<file path="config.mk">
export PLATFORM = sky130hd
export DESIGN_NAME = memCtl
export DESIGN_NICKNAME = d
export VERILOG_FILES = /design/src/verilog/memPkg.sv /design/src/verilog/addrDecode.sv /design/src/verilog/refreshTimer.sv /design/src/verilog/busCycle.sv /design/src/verilog/dramCtl.sv /design/src/verilog/memCtl.sv
export SDC_FILE = /design/constraint.sdc
export NUM_CORES = 1
export LEC_CHECK = 0
export ABC_AREA = 1
export BUFFER_PORTS_ARGS = -buffer_cell sky130_fd_sc_hd__buf_4
export CAP_MARGIN = 20
export CORE_ASPECT_RATIO = 1.5
export CORE_MARGIN = 5
export CORE_UTILIZATION = 46
export DETAILED_ROUTE_END_ITERATION = 10
export PLACE_DENSITY = 0.75
export SLEW_MARGIN = 20
export SYNTH_ARGS = -nofsm -noshare
export SYNTH_HDL_FRONTEND = slang
export SYNTH_SLANG_ARGS = --single-unit
export TNS_END_PERCENT = 10
</file>
<file path="constraint.sdc">
create_clock -name CLK -period 1.35 [get_ports CLK]
set_input_delay 0.27 -clock CLK [delete_from_list [all_inputs] [get_ports CLK]]
set_output_delay 0.27 -clock CLK [all_outputs]
set_load 0.05 [all_outputs]
</file>
<file path="src/verilog/memPkg.sv">
package memPkg;

	// CPU address space as seen by the decoder
	typedef enum logic [1:0] {
		regionRam  = 2'b00, // A21 low
		regionRom  = 2'b01, // A21 high, A20 low
		regionNone = 2'b11  // Both high, nothing mapped
	} regionT;

	// Refresh timing, in CLK cycles
	localparam int RefPeriodDef = 2000; // One refresh window per period
	localparam int ReqWindowDef = 64;   // Request stays up this long
	localparam int UrgStartDef  = 32;   // Request turns urgent here

	// DTACK wait states per region
	localparam int RamWaitDef = 2;
	localparam int RomWaitDef = 4;

	// Region from the two top word-address bits
	function automatic regionT decodeRegion(
		input logic a21,
		input logic a20
	);
		regionT reg_;
		if (!a21) begin
			reg_ = regionRam;
		end else if (!a20) begin
			reg_ = regionRom;
		end else begin
			reg_ = regionNone;
		end
		return reg_;
	endfunction

endpackage

</file>
<file path="src/verilog/addrDecode.sv">
`timescale 1ns/1ps

module addrDecode (
	input  logic           CLK,
	input  logic           reset,
	input  logic [21:1]    A,
	input  logic           nAS,
	output logic           RAMCS,
	output logic           RAMCS0X,
	output logic           ROMCS,
	output memPkg::regionT region
);
	import memPkg::*;

	regionT rawRegion; // Region before the overlay
	logic   overlay;   // Boot ROM mirrored over RAM
	logic   asSeen;    // nAS was low at the last edge
	logic   romCycle;  // Current cycle targets ROM

	assign rawRegion = decodeRegion(A[21], A[20]);

	// Selects follow nAS directly
	assign RAMCS0X = !nAS && (rawRegion == regionRam);
	assign RAMCS   = RAMCS0X && !overlay; // Real RAM only once boot is done
	assign ROMCS   = !nAS && ((rawRegion == regionRom) ||
		(rawRegion == regionRam && overlay));

	// While the overlay is up, RAM space is timed like ROM
	always_comb begin
		if (overlay && rawRegion == regionRam) begin
			region = regionRom;
		end else begin
			region = rawRegion;
		end
	end

	// Overlay drops after the first real ROM cycle completes
	always_ff @(posedge CLK) begin
		if (reset) begin
			overlay  <= 1'b1;
			asSeen   <= 1'b0;
			romCycle <= 1'b0;
		end else begin
			asSeen <= !nAS;
			if (!nAS) begin
				romCycle <= (rawRegion == regionRom);
			end
			if (asSeen && nAS && romCycle) begin // Cycle just ended
				overlay <= 1'b0;
			end
		end
	end

endmodule

</file>
<file path="src/verilog/refreshTimer.sv">
`timescale 1ns/1ps

module refreshTimer #(
	parameter int RefPeriod = memPkg::RefPeriodDef,
	parameter int ReqWindow = memPkg::ReqWindowDef,
	parameter int UrgStart  = memPkg::UrgStartDef
) (
	input  logic CLK,
	input  logic reset,
	output logic RefReqIn,
	output logic RefUrgIn
);

	localparam int CntW = $clog2(RefPeriod);

	logic [CntW-1:0] refCnt;  // Position within the refresh period
	logic            lastCnt; // Final count before wrapping
	logic            inWindow;
	logic            pastUrg;

	assign lastCnt = (refCnt == CntW'(RefPeriod - 1));

	// Free-running, wraps at RefPeriod
	always_ff @(posedge CLK) begin
		if (reset) begin
			refCnt <= '0;
		end else if (lastCnt) begin
			refCnt <= '0;
		end else begin
			refCnt <= refCnt + 1'b1;
		end
	end

	// Request window opens at the wrap
	assign inWindow = (refCnt < CntW'(ReqWindow));
	assign pastUrg  = (refCnt >= CntW'(UrgStart));

	// Urgent window sits inside the request window
	assign RefReqIn = inWindow;
	assign RefUrgIn = inWindow && pastUrg;

endmodule

</file>
<file path="src/verilog/busCycle.sv">
`timescale 1ns/1ps

module busCycle #(
	parameter int RamWait = memPkg::RamWaitDef,
	parameter int RomWait = memPkg::RomWaitDef
) (
	input  logic           CLK,
	input  logic           reset,
	input  logic           nAS,
	input  memPkg::regionT region,
	input  logic           RAMReady,
	output logic           BACT,
	output logic           nDTACK
);
	import memPkg::*;

	localparam int MaxWait = (RamWait > RomWait) ? RamWait : RomWait;
	localparam int WaitW   = $clog2(MaxWait + 2);

	logic [WaitW-1:0] waitCnt;  // Edges seen with BACT high
	logic [WaitW-1:0] waitNeed; // Wait states for this region
	logic             waitDone;
	logic             dtackN;   // Registered DTACK, active low

	always_comb begin
		case (region)
			regionRam: waitNeed = WaitW'(RamWait);
			regionRom: waitNeed = WaitW'(RomWait);
			default:   waitNeed = '0; // Unmapped acks at once
		endcase
	end

	assign waitDone = (waitCnt >= waitNeed);

	always_ff @(posedge CLK) begin
		if (reset) begin
			BACT    <= 1'b0;
			waitCnt <= '0;
			dtackN  <= 1'b1;
		end else if (nAS) begin // No cycle, or cycle over
			BACT    <= 1'b0;
			waitCnt <= '0;
			dtackN  <= 1'b1;
		end else begin
			BACT <= 1'b1;
			if (BACT && waitCnt != WaitW'(MaxWait)) begin
				waitCnt <= waitCnt + 1'b1; // Saturates at the longest wait
			end
			// Refresh in progress holds DTACK off
			if (BACT && waitDone && RAMReady) begin
				dtackN <= 1'b0;
			end
		end
	end

	// Released the moment the CPU lets go of AS
	assign nDTACK = nAS || dtackN;

endmodule

</file>
<file path="src/verilog/dramCtl.sv">
`timescale 1ns/1ps

module dramCtl (
	input  logic        CLK,
	input  logic        reset,
	input  logic [21:1] A,
	input  logic        nWE,
	input  logic        nAS,
	input  logic        nLDS,
	input  logic        nUDS,
	input  logic        nDTACK,
	input  logic        BACT,
	input  logic        RAMCS,
	input  logic        RAMCS0X,
	input  logic        ROMCS,
	input  logic        RefReqIn,
	input  logic        RefUrgIn,
	output logic        RAMReady,
	output logic [11:0] RA,
	output logic        nRAS,
	output logic        nCAS,
	output logic        nLWE,
	output logic        nUWE,
	output logic        nOE,
	output logic        nROMCS,
	output logic        nROMWE
);

	localparam logic [2:0] stIdle     = 3'd0;
	localparam logic [2:0] stAccess   = 3'd1;
	localparam logic [2:0] stFinish   = 3'd2;
	localparam logic [2:0] stCycleEnd = 3'd3;
	localparam logic [2:0] stRefRas1  = 3'd4; // Refresh states all have bit 2 set
	localparam logic [2:0] stRefRas2  = 3'd5;
	localparam logic [2:0] stRefPre1  = 3'd6;
	localparam logic [2:0] stRefPre2  = 3'd7;

	logic [2:0]  state;
	logic        bactR;   // BACT one edge late
	logic        dtackR;  // DTACK seen, or cycle already ended
	logic        rasEn;   // Lets nAS drop RAS directly
	logic        rasOn;   // Registered RAS hold
	logic        colSel;  // Column address on RA
	logic        refDone; // Refresh already served this window
	logic        refReq;
	logic        refUrg;
	logic        toRef;
	logic [11:0] rowAddr;
	logic [11:0] colAddr;

	always_ff @(posedge CLK) begin
		if (reset) begin
			bactR  <= 1'b0;
			dtackR <= 1'b0;
		end else begin
			bactR  <= BACT;
			dtackR <= !nDTACK || (BACT && nAS); // Short DTACK may end with nAS
		end
	end

	// One refresh per window
	always_ff @(posedge CLK) begin
		if (reset) begin
			refDone <= 1'b0;
		end else if (!RefReqIn && !RefUrgIn) begin
			refDone <= 1'b0;
		end else if (state[2]) begin
			refDone <= 1'b1;
		end
	end

	assign refReq = RefReqIn && !refDone;
	assign refUrg = RefUrgIn && !refDone;

	// Polite refresh only at the start of a non-RAM cycle
	assign toRef = (refReq && BACT && !bactR && !RAMCS0X) ||
		(refUrg && !BACT) ||
		(refUrg && BACT && !RAMCS0X);

	always_ff @(posedge CLK) begin
		if (reset) begin
			state    <= stIdle;
			rasEn    <= 1'b1;
			rasOn    <= 1'b0;
			colSel   <= 1'b0;
			RAMReady <= 1'b1;
		end else begin
			case (state)
				stIdle: begin
					if (!nCAS) begin // CAS went down for CBR
						state    <= stRefRas1;
						rasEn    <= 1'b0;
						rasOn    <= 1'b1;
						RAMReady <= 1'b0;
					end else if (BACT && RAMCS && rasEn) begin
						state  <= stAccess;
						rasOn  <= 1'b1; // RAS already low through nAS
						colSel <= 1'b1;
					end
				end
				stAccess: begin
					state <= stFinish;
					rasEn <= 1'b0;
				end
				stFinish: begin
					colSel <= 1'b0;
					if (dtackR) begin
						state <= stCycleEnd;
						rasOn <= 1'b0;
					end
				end
				stCycleEnd: begin
					if (!nCAS) begin // Urgent refresh right behind the cycle
						state    <= stRefRas1;
						rasOn    <= 1'b1;
						RAMReady <= 1'b0;
					end else begin
						state <= stIdle;
						rasEn <= 1'b1;
					end
				end
				stRefRas1: state <= stRefRas2;
				stRefRas2: begin
					state <= stRefPre1;
					rasOn <= 1'b0;
				end
				stRefPre1: state <= stRefPre2;
				default: begin
					state    <= stIdle;
					rasEn    <= 1'b1;
					RAMReady <= 1'b1;
				end
			endcase
		end
	end

	// CAS moves on the falling edge
	always_ff @(negedge CLK) begin
		if (reset) begin
			nCAS <= 1'b1;
		end else begin
			case (state)
				stIdle:     nCAS <= !toRef; // Half a cycle ahead of refresh RAS
				stAccess:   nCAS <= 1'b0;
				stFinish:   nCAS <= dtackR;
				stCycleEnd: nCAS <= !refUrg;
				stRefRas1:  nCAS <= 1'b0;
				default:    nCAS <= 1'b1;
			endcase
		end
	end

	assign nRAS = !((rasEn && nCAS && RAMCS) || rasOn);

	// Early write, only with CAS down
	assign nLWE = !(!nLDS && !nWE && colSel && !nCAS);
	assign nUWE = !(!nUDS && !nWE && colSel && !nCAS);

	assign nROMCS = !ROMCS;
	assign nROMWE = !(!nAS && !nWE);

	// Shared OE for reads, drops the cycle after DTACK
	always_ff @(posedge CLK) begin
		if (reset) begin
			nOE <= 1'b1;
		end else begin
			nOE <= !(BACT && nWE && !(bactR && dtackR));
		end
	end

	// RA8 and RA11 double as flash A18 and A19 in the row half
	assign rowAddr = {A[19], A[17], A[15], A[18], A[14], A[13],
		A[12], A[11], A[19], A[16], A[10], A[9]};
	assign colAddr = {A[20], A[7], A[8], A[21], A[6], A[5],
		A[4], A[3], A[20], A[7], A[2], A[1]};
	assign RA = colSel ? colAddr : rowAddr;

endmodule

</file>
<file path="src/verilog/memCtl.sv">
`timescale 1ns/1ps

module memCtl #(
	parameter int RefPeriod = memPkg::RefPeriodDef,
	parameter int ReqWindow = memPkg::ReqWindowDef,
	parameter int UrgStart  = memPkg::UrgStartDef,
	parameter int RamWait   = memPkg::RamWaitDef,
	parameter int RomWait   = memPkg::RomWaitDef
) (
	input  logic        CLK,
	input  logic        reset,
	input  logic [21:1] A,
	input  logic        nAS,
	input  logic        nLDS,
	input  logic        nUDS,
	input  logic        nWE,
	output logic        nDTACK,
	output logic [11:0] RA,
	output logic        nRAS,
	output logic        nCAS,
	output logic        nLWE,
	output logic        nUWE,
	output logic        nOE,
	output logic        nROMCS,
	output logic        nROMWE
);
	import memPkg::*;

	logic   RAMCS;
	logic   RAMCS0X;
	logic   ROMCS;
	regionT region;
	logic   RefReqIn;
	logic   RefUrgIn;
	logic   BACT;
	logic   RAMReady; // Low while refresh owns the DRAM

	addrDecode uAddrDecode (
		.CLK(CLK), .reset(reset), .A(A), .nAS(nAS),
		.RAMCS(RAMCS), .RAMCS0X(RAMCS0X), .ROMCS(ROMCS), .region(region)
	);

	refreshTimer #(
		.RefPeriod(RefPeriod), .ReqWindow(ReqWindow), .UrgStart(UrgStart)
	) uRefreshTimer (
		.CLK(CLK), .reset(reset), .RefReqIn(RefReqIn), .RefUrgIn(RefUrgIn)
	);

	busCycle #(
		.RamWait(RamWait), .RomWait(RomWait)
	) uBusCycle (
		.CLK(CLK), .reset(reset), .nAS(nAS), .region(region),
		.RAMReady(RAMReady), .BACT(BACT), .nDTACK(nDTACK)
	);

	dramCtl uDramCtl (
		.CLK(CLK), .reset(reset), .A(A), .nWE(nWE), .nAS(nAS),
		.nLDS(nLDS), .nUDS(nUDS), .nDTACK(nDTACK), .BACT(BACT),
		.RAMCS(RAMCS), .RAMCS0X(RAMCS0X), .ROMCS(ROMCS),
		.RefReqIn(RefReqIn), .RefUrgIn(RefUrgIn), .RAMReady(RAMReady),
		.RA(RA), .nRAS(nRAS), .nCAS(nCAS), .nLWE(nLWE), .nUWE(nUWE),
		.nOE(nOE), .nROMCS(nROMCS), .nROMWE(nROMWE)
	);

endmodule

</file>
==> out/qor.csv <==
stage,metric,value,unit
outcome,status,"complete, but fails checks",
outcome,failed_checks,negative setup slack,
logic_synthesis,synth.distinct_cells,25,
logic_synthesis,synth.avg_cell_area,6.68,um^2
finish,layout.area.seq,611,um^2
finish,layout.nets,366,
setup_path,cpMaxStageDelayCell,dfxtp_4,
placement,gp_congestion,0.782,
logic_synthesis,synth.net_count,279,
setup_path,cpMostUsedCell,buf_4,
pwr,vdd_drop_max,1.19,mV
floorplanning,rows,26,
cts,cts.sink_count,30,
timing,maxSlewHeadroom,78.1,%
finish,drive_above_1_share,36.2,%
logic_synthesis,synth_area,1640,um^2
finish,multiInputGateArea,906,um^2
floorplanning,die_h,83.2,um
cts,ctsHtreeMaxLevel,2,
floorplanning,die-area,4890,um^2
global_route,grt_max_degree,12,
setup_path,crit_type,reg2out,
setup_path,cp-start-kind,flop,
cts,cts_root_buf,clkbuf_8,
setup_path,max_stage_delay,0.35,ns
finish,final_cells,376,
finish,n_fill_cell,289,
routing,num_vias,1833,
pwr,powerDensity,1740,nW/um^2
logic_synthesis,synth_top_area_cell,dfxtp_1,
timing,setup_viol,20,
global_route,overflow,0,
floorplanning,die_w,58.8,um
routing,ant_nets,0,
timing,rsz0062_at_grt,true,
min_path,hp-class,in2reg,
routing,dr.pass1.iters,4,
pwr,p_leak,1.22,nW
global_route,track_usage,19.4,%
timing,final.setup.tns,-5.42,ns
logic_synthesis,syn_inst,246,
timing,hold_viol_final,0,
routing,drc,0,
cts,cts_tree,built,
placement,io_buffers,46,
setup_path,crit_required,1.08,ns
cts,clockBufferDepth,2,
placement,placed_area,2320,um^2
timing,skew,0.0656,ns
placement,place_inst,366,
finish,fin_area,2540,um^2
cts,clk_pin_slew_worst_paths,0.06,ns
setup_path,crit_path_cell_trace,buf_4 > buf_4 > buf_6,
timing,slew_viol_final,0,
placement,place.detailed.hpwl,3480,um
logic_synthesis,synth_seq_cells,30,
routing,drt_iter0_markers,84,
timing,setup_slack,-0.700,ns
logic_synthesis,ys_seq_area_share,36.6,%
timing,tightest_slew,0.326,ns
job,cap_violations,0,
setup_path,critPathMaxFanout,4,
cts,cts_buffers,5,
logic_synthesis,synth.area.top_cells,"dfxtp_1, nand2_1, inv_1, nor2_1, o21ai_0",
logic_synthesis,ys_warn_count,0,
global_route,grt_pass1_wl,7510,um
finish,num_antenna_cells,0,
floorplanning,initial_core_util,48.1,%
global_route,antenna_found_initial,0,
setup_path,end_kind,primary output,
routing,drt-total-wl,4370,um
cts,clock_latency,0.34,ns
finish,syn_to_final_growth,54.4,%
logic_synthesis,synth_top_cell_area_share,36.6,%
routing,via_per_inst,4.88,
global_route,first_global_vias,1826,
floorplanning,boundaryPins,47,
routing,wl_per_cell,11.6,um
setup_path,cp.arrival,1.78,ns
floorplanning,coreArea,3420,um^2
-- area by class of cell --
class	instances	area share, %
Inverter	34	5.28
Tap cell	42	2.07
Timing Repair Buffer	87	28.8
Clock buffer	7	3.80
Clock inverter	2	0.296
Multi-Input combinational cell	174	35.7
Sequential cell	30	24.1
-- power by group --
part	internal, mW	switching (mW)
clock network	0.461	0.342
logic	1.01	1.45
registers	1.04	0.110
total	2.51	1.90
-- state kept, by name, summed over array words and instances, names as in the netlist --
register and count:
uAddrDecode.overlay 1, uDramCtl.rasOn 1, uAddrDecode.romCycle 1, uBusCycle.dtackN 1
uDramCtl.nCAS 1, uDramCtl.dtackR 1, uDramCtl.bactR 1, uRefreshTimer.refCnt 11
uDramCtl.state 3, uAddrDecode.asSeen 1, uDramCtl.RAMReady 1, uDramCtl.colSel 1
uDramCtl.nOE 1, uDramCtl.rasEn 1, uDramCtl.refDone 1, uBusCycle.waitCnt 3
-- placed cells by master, fill, tap and decap left out --
cell / instances
xor2_1: 2
buf_12: 1
nand2_2: 3
clkinv_1: 1
buf_4: 69
clkbuf_8: 7
nor2_2: 2
buf_6: 17
clkinvlp_4: 1
nand4_1: 5
nand3b_1: 1
nand2_1: 60
ha_1: 5
o211ai_1: 2
dfxtp_4: 2
nand3_2: 5
dfxtp_1: 26
a21oi_2: 2
o21ai_2: 3
a21oi_1: 13
inv_4: 1
ha_4: 1
o21ai_0: 11
dfxtp_2: 2
nor2_4: 2
o21ai_1: 6
nor3_1: 5
inv_1: 33
nand3_1: 12
or2_2: 3
a211oi_1: 1
nor2_1: 30
-- cells by family after synthesis --
group	share of synthesized area [%]
compound gates	12.5
fa+ha+maj	4.57
buf+inv	11.3
flops	36.6
xor+xnor	1.07
simple gates	34.0
-- cell usage after synthesis (all sizes together) --
cell,number
nand2,63
inv,35
nor2,34
dfxtp,30
o21ai,20
nand3,17
a21oi,15
ha,6
nand4,5
nor3,5
buf,4
clkbuf,3
or2,3
o211ai,2
xor2,2
a211oi,1
nand3b,1
-- worst max-delay path, delay by kind of cell (launching register included) --
kind / cells / cell delay [ns]
buffers and inverters: 3 / 0.41
flip-flops: 1 / 0.35
-- path summary, 6_finish.rpt --
path / end / slack [ns] / depth (start not counted) / start
worst max-delay path: nCAS / -0.70 / 3 / uDramCtl.nCAS$_SDFF_NP1_
worst min-delay path: uDramCtl.nOE$_SDFF_PP1_ / 0.22 / 2 / nWE
worst max register to register: uDramCtl.rasOn$_SDFFE_PP0P_ / -0.47 / 8 / uDramCtl.nCAS$_SDFF_NP1_
worst min register to register: uBusCycle.dtackN$_SDFFE_PP1P_ / 0.46 / 2 / uBusCycle.dtackN$_SDFFE_PP1P_
-- metrics by stage --
stage	power (mW)	setup WS [ns]	hold slack (ns)	utilization [%]
after detailed placement	3.36	-0.380	0.444	67.8
after global routing	4.72	-0.772	0.232	74.2
after CTS	4.36	-0.698	0.205	73.0
after floorplan	2.62	-0.578	0.339	-
final	4.41	-0.700	0.216	74.2
after global placement	3.34	-0.362	0.439	67.8
-- metal layers --
layer | vias to the layer above | global-route usage [%] | wire [um]
li1 | 953 | - | -
met1 | 823 | 18.9 | 1580
met2 | 44 | 35.5 | 2370
met3 | 13 | 4.81 | 252
met4 | 0 | 10.3 | 159
met5 | - | 0 | 0
-- timing repair --
item | 4_1_cts | 5_1_grt
gates resized for setup | 26 | 12
setup endpoints to repair | 25 | 39
buffers inserted | 1 | 1
pin swaps | 6 | 10
hold buffers | 0 | 0
Power figures use the tool's default switching activity.
